### src/exec_pkg.sv
//**************************************************************************
// shared definitions for the integer execution cluster
// operand, tag and window sizes, opcode and condition enums,
// flag bit positions
//**************************************************************************
package exec_pkg;

  localparam int data_w    = 64;
  localparam int tag_w     = 6;
  localparam int num_pregs = 1 << tag_w;
  localparam int win_depth = 16;
  localparam int win_idx_w = 4;
  localparam int imm_w     = 32;    // sign-extended to data_w
  localparam int flag_w    = 4;

  // flag nibble layout
  localparam int flag_c = 0;
  localparam int flag_v = 1;
  localparam int flag_n = 2;
  localparam int flag_z = 3;

  typedef enum logic [3:0] {
    op_add  = 4'd0,
    op_sub  = 4'd1,
    op_and  = 4'd2,
    op_xor  = 4'd3,
    op_or   = 4'd4,
    op_shl  = 4'd5,
    op_shr  = 4'd6,
    op_sar  = 4'd7,
    op_sxt  = 4'd8,   // sign extend or byte swap, picked by b[1:0]
    op_movi = 4'd9
  } op_e;

  typedef enum logic [3:0] {
    cc_eq = 4'd0,
    cc_ne = 4'd1,
    cc_cs = 4'd2,
    cc_cc = 4'd3,
    cc_mi = 4'd4,
    cc_pl = 4'd5,
    cc_vs = 4'd6,
    cc_vc = 4'd7,
    cc_hi = 4'd8,   // unsigned higher
    cc_ls = 4'd9,
    cc_ge = 4'd10,  // signed compares
    cc_lt = 4'd11,
    cc_gt = 4'd12,
    cc_le = 4'd13,
    cc_al = 4'd14,
    cc_nv = 4'd15
  } cond_e;

endpackage
### src/issue_window.sv
//**************************************************************************
// operation window for the integer unit
// slot allocation, tag wakeup from writeback, lowest-ready select
// and the issue register
//**************************************************************************
module issue_window (
  input  logic                            clk,
  input  logic                            rst,
  input  logic                            disp_valid,
  input  exec_pkg::op_e                   disp_op,
  input  exec_pkg::cond_e                 disp_cond,
  input  logic [exec_pkg::tag_w-1:0]      disp_src_a,
  input  logic [exec_pkg::tag_w-1:0]      disp_src_b,
  input  logic [exec_pkg::tag_w-1:0]      disp_src_f,
  input  logic [exec_pkg::tag_w-1:0]      disp_dest,
  input  logic [exec_pkg::imm_w-1:0]      disp_imm,
  input  logic                            disp_imm_sel,
  input  logic                            sb_valid_a,
  input  logic                            sb_valid_b,
  input  logic                            sb_valid_f,
  input  logic                            wb_valid,
  input  logic [exec_pkg::tag_w-1:0]      wb_tag,
  output logic                            window_full,
  output logic                            iss_valid,
  output exec_pkg::op_e                   iss_op,
  output exec_pkg::cond_e                 iss_cond,
  output logic [exec_pkg::tag_w-1:0]      iss_src_a,
  output logic [exec_pkg::tag_w-1:0]      iss_src_b,
  output logic [exec_pkg::tag_w-1:0]      iss_src_f,
  output logic [exec_pkg::tag_w-1:0]      iss_dest,
  output logic [exec_pkg::imm_w-1:0]      iss_imm,
  output logic                            iss_imm_sel
);
  import exec_pkg::*;

  // per-entry state
  logic [win_depth-1:0] busy;
  logic [win_depth-1:0] rdy_a;
  logic [win_depth-1:0] rdy_b;
  logic [win_depth-1:0] rdy_f;
  op_e                  ent_op    [win_depth];
  cond_e                ent_cond  [win_depth];
  logic [tag_w-1:0]     ent_src_a [win_depth];
  logic [tag_w-1:0]     ent_src_b [win_depth];
  logic [tag_w-1:0]     ent_src_f [win_depth];
  logic [tag_w-1:0]     ent_dest  [win_depth];
  logic [imm_w-1:0]     ent_imm   [win_depth];
  logic                 ent_imm_sel [win_depth];

  logic [win_depth-1:0] ready_vec;
  logic                 has_ready;
  logic [win_idx_w-1:0] sel_idx;
  logic [win_idx_w-1:0] free_idx;
  logic                 need_a, need_b, need_f;
  logic                 in_rdy_a, in_rdy_b, in_rdy_f;

  // lowest set bit wins
  function automatic logic [win_idx_w-1:0] lowest_set(input logic [win_depth-1:0] vec);
    logic [win_idx_w-1:0] idx;
    idx = '0;
    for (int i = win_depth - 1; i >= 0; i--) begin
      if (vec[i]) idx = win_idx_w'(i);
    end
    return idx;
  endfunction

  assign ready_vec   = busy & rdy_a & rdy_b & rdy_f;
  assign has_ready   = |ready_vec;
  assign sel_idx     = lowest_set(ready_vec);
  assign free_idx    = lowest_set(~busy);
  assign window_full = &busy;

  // a false condition passes A through, so A only drops out for an unconditional movi
  assign need_a = (disp_op != op_movi) || (disp_cond != cc_al);
  assign need_b = !disp_imm_sel && (disp_op != op_movi);
  assign need_f = (disp_cond != cc_al);

  // same-cycle writeback counts as ready
  assign in_rdy_a = !need_a || sb_valid_a || (wb_valid && wb_tag == disp_src_a);
  assign in_rdy_b = !need_b || sb_valid_b || (wb_valid && wb_tag == disp_src_b);
  assign in_rdy_f = !need_f || sb_valid_f || (wb_valid && wb_tag == disp_src_f);

  always_ff @(posedge clk) begin
    if (rst) begin
      busy  <= '0;
      rdy_a <= '0;
      rdy_b <= '0;
      rdy_f <= '0;
    end else begin
      for (int i = 0; i < win_depth; i++) begin  // wakeup
        if (wb_valid && ent_src_a[i] == wb_tag) rdy_a[i] <= 1'b1;
        if (wb_valid && ent_src_b[i] == wb_tag) rdy_b[i] <= 1'b1;
        if (wb_valid && ent_src_f[i] == wb_tag) rdy_f[i] <= 1'b1;
      end
      if (has_ready) busy[sel_idx] <= 1'b0;
      if (disp_valid) begin
        busy[free_idx]  <= 1'b1;
        rdy_a[free_idx] <= in_rdy_a;
        rdy_b[free_idx] <= in_rdy_b;
        rdy_f[free_idx] <= in_rdy_f;
      end
    end
  end

  always_ff @(posedge clk) begin
    if (disp_valid) begin
      ent_op[free_idx]      <= disp_op;
      ent_cond[free_idx]    <= disp_cond;
      ent_src_a[free_idx]   <= disp_src_a;
      ent_src_b[free_idx]   <= disp_src_b;
      ent_src_f[free_idx]   <= disp_src_f;
      ent_dest[free_idx]    <= disp_dest;
      ent_imm[free_idx]     <= disp_imm;
      ent_imm_sel[free_idx] <= disp_imm_sel;
    end
  end

  // issue register
  always_ff @(posedge clk) begin
    if (rst) iss_valid <= 1'b0;
    else     iss_valid <= has_ready;
  end

  always_ff @(posedge clk) begin
    iss_op      <= ent_op[sel_idx];
    iss_cond    <= ent_cond[sel_idx];
    iss_src_a   <= ent_src_a[sel_idx];
    iss_src_b   <= ent_src_b[sel_idx];
    iss_src_f   <= ent_src_f[sel_idx];
    iss_dest    <= ent_dest[sel_idx];
    iss_imm     <= ent_imm[sel_idx];
    iss_imm_sel <= ent_imm_sel[sel_idx];
  end

  a_no_disp_full: assert property (@(posedge clk) disable iff (rst)
    disp_valid |-> !window_full);

  // the issued entry goes from busy to free
  a_issue_busy: assert property (@(posedge clk) disable iff (rst)
    iss_valid |-> $past(busy[sel_idx]) && !busy[$past(sel_idx)]);

endmodule

### config.mk
export PLATFORM = sky130hd
export DESIGN_NAME = issue_window
export DESIGN_NICKNAME = d
export VERILOG_FILES = /design/src/exec_pkg.sv /design/src/issue_window.sv
export SDC_FILE = /design/constraint.sdc
export NUM_CORES = 2
export LEC_CHECK = 0
export BUFFER_PORTS_ARGS = -buffer_cell sky130_fd_sc_hd__buf_2
export CAP_MARGIN = 20
export CORE_MARGIN = 8
export CORE_UTILIZATION = 35
export DETAILED_ROUTE_END_ITERATION = 8
export PLACE_DENSITY = 0.56
export SYNTH_ARGS = -nofsm -noshare
export SYNTH_HDL_FRONTEND = slang
export SYNTH_SLANG_ARGS = --single-unit
### constraint.sdc
create_clock -name clk -period 6.6 [get_ports clk]
set_clock_uncertainty 0.05 [all_clocks]
set_input_delay 1.32 -clock clk [delete_from_list [all_inputs] [get_ports clk]]
set_output_delay 1.32 -clock clk [all_outputs]
set_load 0.005 [all_outputs]
==> impl_metrics.toml <==
[placement]
place.port_buffers = 144
place_ws_ps = 2330
post-dp-hpwl_mm = 95.8
gp_congestion = 0.907

[timing]
fin_crit_sh_pct = 63.8
slew_headroom_pct = 20.9
finalSetupViolations = 0
fmaxAchievable_ghz = 0.237
finalHoldViolations = 0
finalMaxSlewViolations = 0
setup_ws_ps = 2390
setup-tns-final_ps = 0
holdWs_ps = 402
rsz0062_at_grt = "false"
period_needed_ps = 4210
worst_slew_pin_slew_ps = 1180

[cells_and_area]
drive_above_1_share_pct = 13.8
finalNetCount = 3481
nFillCells = 12300
area_delta_synth_final_pct = 14.6

[hold_path]
hp-start = "ent_cond[13][0]"
hp-class = "reg2reg"

[setup_path]
setup.worst_path.start_class = "flop"
critPathKind = "reg2reg"
cp.buffers_inverters = 2
critical_path.startpoint = "busy[2]"
worstPathMaxFanout = 14
arrival_ps = 4750
crit_chain = "and4_1 > nor2_1 > nor2_2 > buf_4 > a21oi_4 > nand2_1 > buf_4 > o221ai_1 > or4_1"
cpMaxStageDelayCell = "nor2_2"
cpPeakStageDelay_ps = 770
cpMostUsedCell = "buf_4"
critical_path.top_delay_family = "simple AND/OR/NAND/NOR gates"
reg2reg_from = "busy[2]"
critPathCaptureType = "flop"
required_ps = 7140

[logic_synthesis]
synth_commonest_cells = "edfxtp_1, nand2_1, a21oi_1"
yosys.area.top_type = "edfxtp_1"
yosysSeqAreaShare_pct = 71.9
netlist_area_sq_um = 47100
ys.warnings.count = 0
synth_edf_count = 1040
synthTopCellsByArea = "edfxtp_1, dfxtp_1, xnor2_1"
yosysMostFrequentCell = "edfxtp_1"
synthArstFlopShare_pct = 0
yosysUniqueCellTypes = 72
synth_ff_type = "edfxtp_1"
synth-seq-cells = 1170
avgSynthCellArea_sq_um = 14.5
netlist.area_leader.share_pct = 66.3
syn-instance-count = 3252
synth_fp_nets = 3330

[clocking]
clkSinkCount = 1170
cts_buffers = 114
hold_buffers = 0
cts_resized = 0
cts_tree = "done"
cts.path.max_buffers = 3
cts_setup_buffers = 0
root_buffer = "clkbuf_16"
cts.clk_slew.worst_paths_ps = 70
htree_levels = 3
clk_latency_ps = 730

[global_routing]
grt_pass1_wl_mm = 225
gr-total-overflow = 0
grt_pass1_vias = 29200
track_usage_pct = 21.1
grt_max_degree = 73
antenna_found_initial = 20

[drt]
first_pass_iters = 6
route.detailed.drc = 0
wirelength_mm = 160
drt-met1-wl_mm = 69.3
ant_nets = 0
drt-vias-per-instance = 5.73
routedWlPerCell_um = 30.3
drt_iter0_drc = 4029
wl_met2_mm = 72.1
num_vias = 30200
wl_met3_mm = 13.8
highest_layer = "met5"

[power_and_ir_drop]
leakage_nw = 17.8
clkPwrFrac_pct = 42.9
power_frac_seq_pct = 53.9
p_comb_share_pct = 3.2
max-vdd-ir-drop_v = 0.000196
p_per_area_nw_per_um2 = 281
p_switching_mw = 3.22
p_int_mw = 11.9
swShare_pct = 21.3

[flow_run]
max-cap-violations = 0

[floorplan]
fp.dieH_um = 383
initial_utilization_pct = 35.3
dieWidth_um = 383
core-area_sq_um = 133000
dieArea_sq_um = 147000
pin_count = 145
row_count = 134

[outcome]
status = "completed"
final timing paths:
kind	slack [ps]	end	cells after the start
max	2390	iss_imm[13]	9
min	400	iss_cond[0]	2
max reg2reg	2390	iss_imm[13]	9
min reg2reg	400	iss_cond[0]	2
per-layer routing:
layer | global-route usage [%] | up-vias
li1 | - | 13000
met1 | 30.1 | 15400
met2 | 32.6 | 1518
met3 | 4.14 | 259
met4 | 6.16 | 14
met5 | 0 | -
final cells by class:
cell class / count / area (sq um) / area share (%)
inverter: 8 / 40.0 / 0.0742
multi-input combinational: 1867 / 12600 / 23.4
tap: 1768 / 2210 / 4.10
timing repair buffer: 242 / 1530 / 2.83
clock inverter: 52 / 458 / 0.849
clock buffer: 162 / 3250 / 6.01
sequential: 1170 / 33800 / 62.7
antenna: 3 / 7.51 / 0.0139
power by group through the flow:
stage	Clock [mW]	Sequential, mW	Combinational, mW
finish	6.50	8.18	0.480
global route	6.84	8.18	0.513
CTS	6.58	8.18	0.480
detailed placement	0	8.34	0.478
global placement	0	8.34	0.473
floorplan	0	8.32	0.219
per-stage QoR:
step | instances | util (%) | power [mW] | instance area, sq um
after floorplan | 3252 | - | 8.54 | 47100
after global placement | 5051 | 37.6 | 8.81 | 50200
after detailed placement | 5052 | 37.6 | 8.81 | 50200
after CTS | 5266 | 40.4 | 15.2 | 53900
after global routing | 5269 | 40.4 | 15.5 | 54000
final | 5272 | 40.4 | 15.2 | 54000
tightest hold or removal path, cell delays in order, from the launching register on:
cell	delay, ps
edfxtp_1	320
nand2_1	50
nand4_1	60
flip-flops by register name (all words and copies together) (netlist names):
signal and count:
rdy_f 16, iss_imm_sel 1, iss_src_f 6, iss_cond 4, iss_imm 32, ent_src_b 96, ent_dest 96, ent_op 64
busy 16, iss_src_b 6, ent_src_a 96, ent_src_f 96, iss_dest 6, iss_src_a 6, rdy_b 16, iss_valid 1
ent_imm_sel 16, ent_cond 64, rdy_a 16, iss_op 4, ent_imm 512
placed cells by master, fill, tap and decap left out, types with 9 or more instances in the layout:
cell | netlist | routed
a222oi_1 | 42 | 42
or4_1 | 15 | 15
a211o_1 | 21 | 21
buf_4 | 6 | 89
clkbuf_16 | 0 | 116
dfxtp_1 | 130 | 130
xnor2_1 | 153 | 153
o22a_1 | 9 | 9
o221ai_1 | 21 | 21
nand3_1 | 52 | 52
xor2_1 | 153 | 153
mux2i_1 | 72 | 72
and4_1 | 15 | 14
nor4_1 | 55 | 52
a22oi_1 | 86 | 86
edfxtp_1 | 1040 | 1040
a221o_1 | 11 | 11
a21oi_1 | 164 | 161
and2_1 | 18 | 16
clkbuf_8 | 0 | 17
buf_2 | 57 | 146
clkinv_1 | 0 | 14
clkinv_2 | 0 | 24
nor3_1 | 51 | 46
nor2_1 | 104 | 96
o22ai_1 | 23 | 23
and3_1 | 24 | 20
nand4_1 | 96 | 96
o2111ai_1 | 14 | 14
a211oi_1 | 79 | 77
o21ai_0 | 99 | 98
mux2_2 | 11 | 11
o211ai_1 | 37 | 37
nand2_1 | 291 | 289
a221oi_1 | 30 | 30
clkbuf_1 | 129 | 29
o2bb2ai_1 | 9 | 9
a22o_1 | 21 | 21
logic make-up after synthesis:
family                 Yosys count  synth area share (%)
multiplexers                    87                  1.89
AND/OR/NAND/NOR                753                  7.90
buffers and inverters          215                  1.93
flip-flops                    1170                  71.9
AO/OA/AOI/OAI                  721                  10.7
XOR/XNOR                       306                  5.69
(Power assumes the default switching activity.)
